`config.mk`:
```
export PLATFORM = sky130hd
export DESIGN_NAME = nbhd_attn_top
export DESIGN_NICKNAME = d
export VERILOG_FILES = /design/src/hdl/nbhd_token_pkg.sv /design/src/hdl/nbhd_score_pkg.sv /design/src/hdl/nbhd_bundle_assembler.sv /design/src/hdl/nbhd_score_unit.sv /design/src/hdl/nbhd_attn_top.sv
export VERILOG_INCLUDE_DIRS = /design/src /design/src/hdl
export SDC_FILE = /design/constraint.sdc
export NUM_CORES = 1
export LEC_CHECK = 0
export ABC_AREA = 1
export BUFFER_PORTS_ARGS = -buffer_cell sky130_fd_sc_hd__buf_4
export CAP_MARGIN = 10
export CORE_MARGIN = 1
export CORE_UTILIZATION = 50
export CTS_BUF_LIST = sky130_fd_sc_hd__clkbuf_16
export DETAILED_ROUTE_END_ITERATION = 10
export HOLD_SLACK_MARGIN = 0.02
export PLACE_DENSITY_LB_ADDON = 0.1
export SLEW_MARGIN = 30
export SYNTH_ARGS = -nofsm -noshare
export SYNTH_HDL_FRONTEND = slang
export SYNTH_SLANG_ARGS = --single-unit
```
`constraint.sdc`:
```
create_clock -name clk -period 19 [get_ports clk]
set_input_delay 1.9 -clock clk [delete_from_list [all_inputs] [get_ports clk]]
set_output_delay 1.9 -clock clk [all_outputs]
set_load 0.1 [all_outputs]
```
`src/hdl/nbhd_cfg.svh`:
```
// Neighborhood attention configuration
// Sizes shared by the token path and the score unit

`ifndef NBHD_CFG_SVH
`define NBHD_CFG_SVH

// One feature vector, four signed lanes
`define NBHD_FEAT_W 32
`define NBHD_LANE_W 8

// Tag layout, group in the high bits and position in the low bits
`define NBHD_TAG_W 16
`define NBHD_IDX_W 4

// 3x3 window
`define NBHD_N 9
// Centre token supplies the query
`define NBHD_CENTER 4

`endif

```
`src/hdl/nbhd_token_pkg.sv`:
```
// Token types for the neighborhood attention front end
// Feature vectors, tags and the assembler phase

`include "nbhd_cfg.svh"

package nbhd_token_pkg;

  // Raw feature vector as it arrives
  typedef logic [`NBHD_FEAT_W-1:0] feat_t;

  // Full tag and its two fields
  typedef logic [`NBHD_TAG_W-1:0] tag_t;
  typedef logic [`NBHD_IDX_W-1:0] pos_t;
  typedef logic [`NBHD_TAG_W-`NBHD_IDX_W-1:0] group_t;

  // One bit per window position
  typedef logic [`NBHD_N-1:0] slot_mask_t;

  // Assembler phase
  typedef enum logic [1:0] {
    COLLECT  = 2'd0,
    HOLD     = 2'd1,
    COOLDOWN = 2'd2
  } asm_phase_e;

endpackage

```
`src/hdl/nbhd_score_pkg.sv`:
```
// Score types for the neighborhood attention front end
// Lanes, dot-product results and the score unit state

`include "nbhd_cfg.svh"

package nbhd_score_pkg;

  // Lanes per feature vector
  localparam int NUM_LANES = `NBHD_FEAT_W / `NBHD_LANE_W;

  // 8x8 signed products summed over four lanes need two guard bits
  localparam int SCORE_W = 2 * `NBHD_LANE_W + 2;

  typedef logic signed [`NBHD_LANE_W-1:0] lane_t;
  typedef logic signed [SCORE_W-1:0] score_t;

  // Score unit state
  typedef enum logic [1:0] {
    IDLE = 2'd0,
    SCAN = 2'd1,
    DONE = 2'd2
  } score_state_e;

endpackage

```
`src/hdl/nbhd_bundle_assembler.sv`:
```
// Bundle assembler for a 3x3 neighborhood
// Collects nine tagged tokens of one group and holds the bundle until consumed

`timescale 1ns/1ns

`include "nbhd_cfg.svh"

module nbhd_bundle_assembler (
  input  logic                                      clk,
  input  logic                                      rst,
  input  logic                                      en,
  input  logic                                      feat_valid,
  output logic                                      feat_ready,
  input  nbhd_token_pkg::feat_t                     feat_vec,
  input  nbhd_token_pkg::tag_t                      feat_tag,
  output logic                                      bundle_valid,
  input  logic                                      bundle_ready,
  output nbhd_token_pkg::feat_t [`NBHD_N-1:0]       kv_bus,
  output nbhd_token_pkg::feat_t                     q_vec,
  output nbhd_token_pkg::group_t                    bundle_group
);

  import nbhd_token_pkg::*;

  asm_phase_e           phase;
  slot_mask_t           mask;
  slot_mask_t           mask_next;
  group_t               cur_group;
  feat_t [`NBHD_N-1:0]  slot;

  group_t tok_group;
  pos_t   tok_pos;
  logic   pos_ok;
  logic   mask_full;
  logic   accept;
  logic   take;
  logic   flush;
  logic   consume;

  // ----------------------------------------------------------
  // Tag decode and handshakes
  // ----------------------------------------------------------
  assign tok_group = feat_tag[`NBHD_TAG_W-1:`NBHD_IDX_W];
  assign tok_pos   = feat_tag[`NBHD_IDX_W-1:0];
  assign pos_ok    = (tok_pos < pos_t'(`NBHD_N));
  assign mask_full = &mask;

  // Phase COLLECT already excludes the cooldown cycle after a consume.
  // A full mask also closes the input until the bundle is raised
  assign feat_ready = en && !rst && (phase == COLLECT) && !mask_full;

  assign accept  = en && feat_valid && feat_ready;
  // Out-of-window positions are taken from the bus but change nothing
  assign take    = accept && pos_ok;
  // Token from another group drops the partial bundle
  assign flush   = take && (mask != '0) && (tok_group != cur_group);
  assign consume = en && bundle_valid && bundle_ready;

  // New token lands in the cleared set on a flush
  assign mask_next = (flush ? slot_mask_t'(0) : mask) | (slot_mask_t'(1) << tok_pos);

  // ----------------------------------------------------------
  // Phase, mask and group tracking
  // ----------------------------------------------------------
  always_ff @(posedge clk) begin
    if (rst) begin
      phase     <= COLLECT;
      mask      <= '0;
      cur_group <= '0;
    end else if (en) begin
      if (consume) begin
        // Consume wins, one stall cycle follows
        phase <= COOLDOWN;
        mask  <= '0;
      end else if (phase == COOLDOWN) begin
        phase <= COLLECT;
      end else if (phase == HOLD) begin
        // Back-pressure, keep the bundle up
        phase <= HOLD;
      end else begin
        // Raise one cycle after the mask fills
        if (mask_full) begin
          phase <= HOLD;
        end
        if (take) begin
          mask      <= mask_next;
          cur_group <= tok_group;
        end
      end
    end
  end

  // ----------------------------------------------------------
  // Slot registers
  // ----------------------------------------------------------
  always_ff @(posedge clk) begin
    if (take) begin
      for (int i = 0; i < `NBHD_N; i++) begin
        if (flush) begin
          slot[i] <= '0;
        end
        // Later token at the same position overwrites
        if (tok_pos == pos_t'(i)) begin
          slot[i] <= feat_vec;
        end
      end
    end
  end

  assign bundle_valid = (phase == HOLD);
  assign kv_bus       = slot;
  assign q_vec        = slot[`NBHD_CENTER];
  assign bundle_group = cur_group;

  // ----------------------------------------------------------
  // Checks
  // ----------------------------------------------------------
  // Bundle holds steady until the score unit takes it
  a_bundle_stable : assert property (
    @(posedge clk) disable iff (rst)
    bundle_valid && !consume |=> bundle_valid && $stable(kv_bus) && $stable(bundle_group)
  );

  // Exactly one stall cycle after each consume
  a_cooldown : assert property (
    @(posedge clk) disable iff (rst)
    consume |=> !feat_ready
  );

endmodule

```
`src/hdl/nbhd_score_unit.sv`:
```
// Score unit for the neighborhood attention front end
// Scans nine keys against the centre query and reports the best match

`timescale 1ns/1ns

`include "nbhd_cfg.svh"

module nbhd_score_unit (
  input  logic                                 clk,
  input  logic                                 rst,
  input  logic                                 bundle_valid,
  output logic                                 bundle_ready,
  input  nbhd_token_pkg::feat_t [`NBHD_N-1:0]  kv_bus,
  input  nbhd_token_pkg::feat_t                q_vec,
  input  nbhd_token_pkg::group_t               bundle_group,
  output logic                                 result_valid,
  output nbhd_token_pkg::pos_t                 result_pos,
  output nbhd_score_pkg::score_t               result_score,
  output nbhd_token_pkg::group_t               result_group
);

  import nbhd_token_pkg::*;
  import nbhd_score_pkg::*;

  score_state_e state;
  pos_t         cnt;
  pos_t         best_pos;
  score_t       best_score;
  score_t       cur_score;
  feat_t        key;
  logic         better;
  logic         last;

  // ----------------------------------------------------------
  // Dot product of the selected key with the query
  // ----------------------------------------------------------
  always_comb begin
    lane_t q_lane;
    lane_t k_lane;
    key       = kv_bus[cnt];
    cur_score = '0;
    for (int l = 0; l < NUM_LANES; l++) begin
      q_lane    = lane_t'(q_vec[l*`NBHD_LANE_W +: `NBHD_LANE_W]);
      k_lane    = lane_t'(key[l*`NBHD_LANE_W +: `NBHD_LANE_W]);
      // Widen before multiplying so the product keeps its sign
      cur_score = cur_score + score_t'(q_lane) * score_t'(k_lane);
    end
  end

  // First position seeds the best, ties keep the lower position
  assign better = (cnt == '0) || (cur_score > best_score);
  assign last   = (cnt == pos_t'(`NBHD_N - 1));

  // ----------------------------------------------------------
  // Scan FSM
  // ----------------------------------------------------------
  always_ff @(posedge clk) begin
    if (rst) begin
      state        <= IDLE;
      cnt          <= '0;
      result_valid <= 1'b0;
    end else begin
      result_valid <= 1'b0;
      case (state)
        IDLE: begin
          if (bundle_valid) begin
            state <= SCAN;
            cnt   <= '0;
          end
        end
        SCAN: begin
          if (last) begin
            state        <= DONE;
            result_valid <= 1'b1;
          end else begin
            cnt <= cnt + 1'b1;
          end
        end
        DONE: begin
          // Leave once the assembler has dropped the consumed bundle
          if (!bundle_valid) begin
            state <= IDLE;
          end
        end
        default: state <= IDLE;
      endcase
    end
  end

  // Running best and result payload
  always_ff @(posedge clk) begin
    if (state == SCAN) begin
      if (better) begin
        best_pos   <= cnt;
        best_score <= cur_score;
      end
      if (last) begin
        result_pos   <= better ? cnt : best_pos;
        result_score <= better ? cur_score : best_score;
        result_group <= bundle_group;
      end
    end
  end

  assign bundle_ready = (state == DONE) && bundle_valid;

  // ----------------------------------------------------------
  // Checks
  // ----------------------------------------------------------
  a_result_pulse : assert property (
    @(posedge clk) disable iff (rst)
    result_valid |=> !result_valid
  );

  a_cnt_range : assert property (
    @(posedge clk) disable iff (rst)
    cnt <= pos_t'(`NBHD_N - 1)
  );

endmodule

```
`src/hdl/nbhd_attn_top.sv`:
```
// Neighborhood attention front end
// Bundle assembler feeding the query-key score unit

`timescale 1ns/1ns

`include "nbhd_cfg.svh"

module nbhd_attn_top (
  input  logic                    clk,
  input  logic                    rst,
  input  logic                    en,
  input  logic                    feat_valid,
  output logic                    feat_ready,
  input  nbhd_token_pkg::feat_t   feat_vec,
  input  nbhd_token_pkg::tag_t    feat_tag,
  output logic                    result_valid,
  output nbhd_token_pkg::pos_t    result_pos,
  output nbhd_score_pkg::score_t  result_score,
  output nbhd_token_pkg::group_t  result_group
);

  import nbhd_token_pkg::*;

  // Assembler to score unit
  logic                 bundle_valid;
  logic                 bundle_ready;
  feat_t [`NBHD_N-1:0]  kv_bus;
  feat_t                q_vec;
  group_t               bundle_group;

  nbhd_bundle_assembler nbhd_bundle_assembler_i (
    .clk          (clk),
    .rst          (rst),
    .en           (en),
    .feat_valid   (feat_valid),
    .feat_ready   (feat_ready),
    .feat_vec     (feat_vec),
    .feat_tag     (feat_tag),
    .bundle_valid (bundle_valid),
    .bundle_ready (bundle_ready),
    .kv_bus       (kv_bus),
    .q_vec        (q_vec),
    .bundle_group (bundle_group)
  );

  // Runs without en, the consume itself is gated in the assembler
  nbhd_score_unit nbhd_score_unit_i (
    .clk          (clk),
    .rst          (rst),
    .bundle_valid (bundle_valid),
    .bundle_ready (bundle_ready),
    .kv_bus       (kv_bus),
    .q_vec        (q_vec),
    .bundle_group (bundle_group),
    .result_valid (result_valid),
    .result_pos   (result_pos),
    .result_score (result_score),
    .result_group (result_group)
  );

endmodule

```
==> results of run 1 <==
[logic make-up (layout without fill, tap and decap cells)]
family	Yosys count	in the layout
AO/OA/AOI/OAI	330	330
XOR/XNOR	93	93
adder cells (fa/ha/maj)	406	406
buffers and inverters	768	831
flip-flops	374	374
AND/OR/NAND/NOR	1223	1223
[power by group through the flow]
stage	Combinational (W)	Clock [W]	Sequential, W
after global routing	0.0000682	0.000821	0.000891
after CTS	0.0000623	0.000793	0.000891
after detailed placement	0.0000622	0	0.000909
after floorplan	0.0000356	0	0.000909
final	0.0000622	0.000779	0.000891
after global placement	0.0000607	0	0.000909
[per-layer routing]
metal	GRT usage	wire (um)	vias up
li1	-	-	9974
met1	0.367	32600	10200
met2	0.428	34700	651
met3	0.0280	4230	85
met4	0.0518	1230	0
met5	0	0	-
[worst max path at each step]
stage	slack, ns	cells after the start	endpoint	startpoint
after floorplan	10.95	48	nbhd_score_unit_i.best_score[2]	nbhd_score_unit_i.cnt[0]
after global placement	8.53	42	nbhd_score_unit_i.best_score[11]	nbhd_score_unit_i.cnt[0]
after detailed placement	8.35	42	nbhd_score_unit_i.best_score[14]	nbhd_score_unit_i.cnt[0]
after CTS	8.32	42	nbhd_score_unit_i.result_score[16]	nbhd_score_unit_i.cnt[0]
after global routing	7.48	47	nbhd_score_unit_i.result_score[15]	nbhd_score_unit_i.cnt[0]
final	8.33	40	nbhd_score_unit_i.result_score[14]	nbhd_score_unit_i.cnt[0]
[final cells by class]
type,instances,share of cell area
timing repair buffer,111,0.0268
tap,756,0.0304
inverter,643,0.0776
clock inverter,34,0.00796
multi-input combinational,2052,0.471
sequential,374,0.351
clock buffer,43,0.0346
[cells in the mapped netlist, drive strengths merged]
| cell type | instances | area (um2) |
|---|---|---|
| and2 | 1 | 6.26 |
| ha | 153 | 1910 |
| dfxtp | 30 | 601 |
| o211ai | 1 | 7.51 |
| inv | 610 | 2290 |
| fa | 253 | 5060 |
| nand4 | 10 | 62.6 |
| o31ai | 1 | 7.51 |
| o2111ai | 2 | 17.5 |
| nand3b | 2 | 15.0 |
| xnor2 | 53 | 464 |
| edfxtp | 344 | 10300 |
| o21ai | 172 | 861 |
| buf | 46 | 308 |
| clkbuf | 79 | 297 |
| a21o | 8 | 60.1 |
| o21bai | 4 | 30.0 |
| clkinv | 33 | 125 |
| nand3 | 107 | 691 |
| nor3 | 9 | 45.0 |
| a21oi | 83 | 415 |
| nor2 | 497 | 1870 |
| or2 | 16 | 100 |
| a31oi | 3 | 33.8 |
| o22ai | 51 | 319 |
| xor2 | 40 | 350 |
| o21a | 1 | 7.51 |
| nand2 | 581 | 2200 |
| a31o | 1 | 8.76 |
| a211oi | 3 | 22.5 |
[registers in the layout (all words and copies together) (netlist names)]
name,count
nbhd_score_unit_i.result_valid,1
nbhd_score_unit_i.best_pos,4
nbhd_bundle_assembler_i.mask,9
nbhd_bundle_assembler_i.bundle_group,12
nbhd_score_unit_i.best_score,18
nbhd_score_unit_i.result_score,18
nbhd_bundle_assembler_i.phase,2
nbhd_bundle_assembler_i.q_vec,32
nbhd_score_unit_i.result_group,12
nbhd_bundle_assembler_i.kv_bus,256
nbhd_score_unit_i.cnt,4
nbhd_score_unit_i.result_pos,4
nbhd_score_unit_i.state,2
[per-stage QoR]
stage,std cells,setup WS [ns]
after floorplan,3194,10.95
after global placement,3936,8.53
after detailed placement,3936,8.35
after CTS,4013,8.32
after global routing,4013,7.48
final,4013,8.33
[worst max-delay path, delay by kind of cell (launching register included)]
family	cells	cell delay (ns)
AOI/OAI and AO/OA	6	0.87
xor gates and xnor gates	2	0.55
adders and majority gates	9	4.06
buffers and inverters	7	1.66
DFF	1	0.52
and+or+nand+nor	16	2.72
==> impl_metrics.toml, run 1 <==
[placement]
gp_congestion = 0.890
dp_hpwl_mm = 51.3
dpl_cell_area_mm2 = 0.0298
portBuffers = 87

[floorplanning]
coreArea_mm2 = 0.0564
row_count = 87
die_y_um = 241
initial_core_util = 0.506
dieArea_mm2 = 0.0580
die_w_um = 241
ioPinCount = 88

[hold_path]
hold_start = "nbhd_bundle_assembler_i.bundle_group[1]"
whs_endpoint = "nbhd_score_unit_i.result_group[1]"
hp-class = "reg2reg"
min_path_cells = 0

[clocking]
cts_root_buf = "clkbuf_16"
numClockSinks = 374
clk_latency_ns = 0.58
cts_buffers = 42
holdBufCountCts = 0
htreeDepth = 2
cts_tree = "yes"
cts_setup_buffers = 0
cts.clk_slew.worst_paths_ns = 0.06
clk_path_buf_depth = 3
cts_resized = 0

[timing]
min_period_ns = 10.67
fin_tns_setup_ns = 0
hold_ws_ns = 0.478
setup_viol = 0
finalClockSkew_ns = 0.0418
slew_headroom = 0.310
fmax_ghz = 0.0937
rsz0062_at_grt = "false"
finalMaxSlewViolations = 0
hold_viol = 0
tightest_slew_ns = 1.03
post-route-period-util = 0.562

[finish]
antenna_cells = 0
seq_area_mm2 = 0.0109
final_area_mm2 = 0.0311
fin_util = 0.552
final.fill_count = 5251
drive_gt1_frac = 0.0731
area_delta_synth_final_pct = 9.14
fin_nets = 3682
layout_commonest_cell = "inv_1"
multi_input_area_mm2 = 0.0147
final_cell_mix = "inv_1 (608), nand2_1 (572), nor2_1 (492), edfxtp_1 (344), fa_1 (253)"

[yosys]
ys_seq_area_frac = 0.383
synth_compound_area_frac = 0.0628
synth_fp_nets = 3652
synth_xor_area_frac = 0.0286
synth_top_family_by_area = "adder cells"
synth_fa_ha_area_frac = 0.245
syn_inst = 3194
syn_area_mm2 = 0.0285
synth.area.mux_share = 0
synth_warnings = 0
synthSimpleGateAreaFrac = 0.175
syn_avg_cell_area_um2 = 8.93
ys_ff_latch = 374
synth.distinct_cells = 41

[route]
route.vias.total = 20900
drc = 0
totalWireLength_mm = 72.8
ant_nets = 0
wire_per_inst_um = 18.1
first_iter_violations = 1558
drtPass1Iterations = 5
via_per_inst = 5.22

[worst_setup_path]
ff2ff_path_depth = 40
cp_slowest_cell = "buf_4"
cp-end-kind = "register"
criticalPathCategory = "reg2reg"
cp-start-kind = "register"
reg2reg_to = "nbhd_score_unit_i.result_score[14]"
crit_path_frequent_cell = "nand2_1"
r2r-start = "nbhd_score_unit_i.cnt[0]"
ff2ff_setup_slack_ns = 8.33
path_max_fanout = 73
critPathArrivalTime_ns = 11.11
cpPeakStageDelay_ns = 0.75
critPathRequiredTime_ns = 19.43

[power]
p_clk_frac = 0.449
peakVddDrop_mv = 0.0773
p_seq_frac = 0.515
intPower_w = 0.00135
power_frac_comb = 0.036
finalPower_w = 0.00173
leakage_nw = 15.5
powerDensity_mw_per_mm2 = 55.6
p_switching_w = 0.000381
switching_share = 0.220

[global_route]
overflow = 0
antenna_found_initial = 0
grt_first_pass_wirelength_mm = 115
grt_max_degree = 83
grt_pass1_vias = 20800
grt_usage = 0.258

[flow_run]
drv_cap = 0

[run_status]
status = "complete, no violations"
Note: power is estimated with default switching activity, not from simulation.
==> inputs of run 2 (changes only) <==
- clock period: 19 -> 11 ns (I/O delays scaled with it)
==> impl_metrics.toml, run 2 (same netlist as run 1, synthesis figures left out) <==
[finish]
layout_commonest_cell = "inv_1"
fin_nets = 3686
antenna_cells = 0
largest_reg_flops = 256
seq_area_mm2 = 0.0109
multi_input_area_mm2 = 0.0147
drive_gt1_frac = 0.0748
final_cell_mix = "inv_1 (611), nand2_1 (572), nor2_1 (492), edfxtp_1 (344), fa_1 (253)"
area_delta_synth_final_pct = 9.63
fin_util = 0.555
final.fill_count = 5214

[floorplanning]
die_y_um = 241
row_count = 87
die_w_um = 241
initial_core_util = 0.506
ioPinCount = 88
dieArea_mm2 = 0.0580
coreArea_mm2 = 0.0564

[global_route]
antenna_found_initial = 1
use_met1 = 0.353
grt_max_degree = 80
overflow = 0
grt_first_pass_wirelength_mm = 113
grt_use_met3 = 0.0285
top_usage_layer = "met2"
grt_usage = 0.253
grt_use_met2 = 0.423
grt_pass1_vias = 20700

[route]
via_per_inst = 5.19
wire_per_inst_um = 17.8
ant_nets = 0
first_iter_violations = 1617
totalWireLength_mm = 71.6
drtPass1Iterations = 5
drc = 0
route.vias.total = 20800

[hold_path]
whs_endpoint = "nbhd_score_unit_i.result_group[5]"
min_path_cells = 0
hold_start = "nbhd_bundle_assembler_i.bundle_group[5]"
hp-class = "reg2reg"

[power]
leakage_nw = 15.6
switching_share = 0.216
power_frac_comb = 0.035
intPower_w = 0.00240
p_seq_frac = 0.504
p_clk_frac = 0.461
peakVddDrop_mv = 0.121
p_switching_w = 0.000659
powerDensity_mw_per_mm2 = 97.7

[timing]
slew_headroom = 0.316
post-route-period-util = 0.894
finalMaxSlewViolations = 0
hold_viol = 0
fmax_ghz = 0.102
min_period_ns = 9.83
hold_ws_ns = 0.475
fin_tns_setup_ns = 0
rsz0062_at_grt = "false"
tightest_slew_ns = 1.03
setup_viol = 0
finalClockSkew_ns = 0.0297
post-route-worst-setup-slack_ns = 1.17

[clocking]
cts_setup_buffers = 0
holdBufCountCts = 0
numClockSinks = 374
cts_buffers = 41
clk_path_buf_depth = 3
cts_resized = 0
htreeDepth = 2
cts.clk_slew.worst_paths_ns = 0.06
cts_tree = "yes"
cts_root_buf = "clkbuf_16"
clk_latency_ns = 0.58

[worst_setup_path]
cp_slowest_cell = "buf_4"
criticalPathCategory = "reg2reg"
cpPeakStageDelay_ns = 0.68
ff2ff_setup_slack_ns = 1.17
path_max_fanout = 70
reg2reg_to = "nbhd_score_unit_i.result_score[7]"
ff2ff_path_depth = 41
crit_path_frequent_cell = "nand2_1"
cp-end-kind = "register"
critPathRequiredTime_ns = 11.32
critPathArrivalTime_ns = 10.15
cp-start-kind = "register"
r2r-start = "nbhd_score_unit_i.cnt[0]"

[placement]
dp_worst_setup_slack_ns = 1.23
gp_congestion = 0.878
dp_hpwl_mm = 50.9
portBuffers = 87

[flow_run]
drv_cap = 0

[run_status]
status = "complete, no violations"
run 2: worst max path at each step:
| stage | from | to | slack (ns) | cells past startpoint |
|---|---|---|---|---|
| global placement | nbhd_score_unit_i.cnt[0] | nbhd_score_unit_i.best_score[17] | 1.38 | 42 |
| global route | nbhd_score_unit_i.cnt[0] | nbhd_score_unit_i.best_score[14] | 0.40 | 42 |
| detailed placement | nbhd_score_unit_i.cnt[0] | nbhd_score_unit_i.best_score[11] | 1.23 | 42 |
| floorplan | nbhd_score_unit_i.cnt[0] | nbhd_score_unit_i.best_score[2] | 2.95 | 48 |
| CTS | nbhd_score_unit_i.cnt[0] | nbhd_score_unit_i.result_score[16] | 1.21 | 42 |
| finish | nbhd_score_unit_i.cnt[0] | nbhd_score_unit_i.result_score[7] | 1.17 | 41 |
run 2: area by class of cell:
cell class,instances,area share
clock buffers,44,0.0352
flip-flops and latches,374,0.350
well taps,756,0.0302
inverters,643,0.0773
repair buffers,116,0.0282
multi-input cells,2052,0.470
clock inverters,32,0.00948
run 2: power by group through the flow:
stage	Clock, W	Sequential, W	Combinational, W
after detailed placement	0	0.00157	0.000108
after global placement	0	0.00157	0.000106
after floorplan	0	0.00157	0.0000615
final	0.00141	0.00154	0.000108
after CTS	0.00142	0.00154	0.000108
after global routing	0.00148	0.00154	0.000119
run 2: layer usage:
metal | share of wire | wire, um | up-vias
met5 | 0 | 0 | -
met4 | 0.017 | 1250 | 0
met3 | 0.053 | 3810 | 70
met2 | 0.48 | 34400 | 569
met1 | 0.45 | 32100 | 10200
li1 | - | - | 10000
run 2: critical path: cells and delay by family (launching register included):
family,cells,cell delay (ns)
AOI/OAI and AO/OA,7,1.34
DFF,1,0.64
and+or+nand+nor,19,2.15
adders and majority gates,9,4.03
xor gates and xnor gates,2,0.53
buffers and inverters,4,0.83
run 2: through the flow:
stage                     total power (W)  cell area, um2  std cells
after floorplan                   0.00163           28500       3194
after global routing              0.00313           31300       4017
after global placement            0.00168           29900       3941
after detailed placement          0.00168           29900       3941
after CTS                         0.00307           31300       4017
final                             0.00306           31300       4017
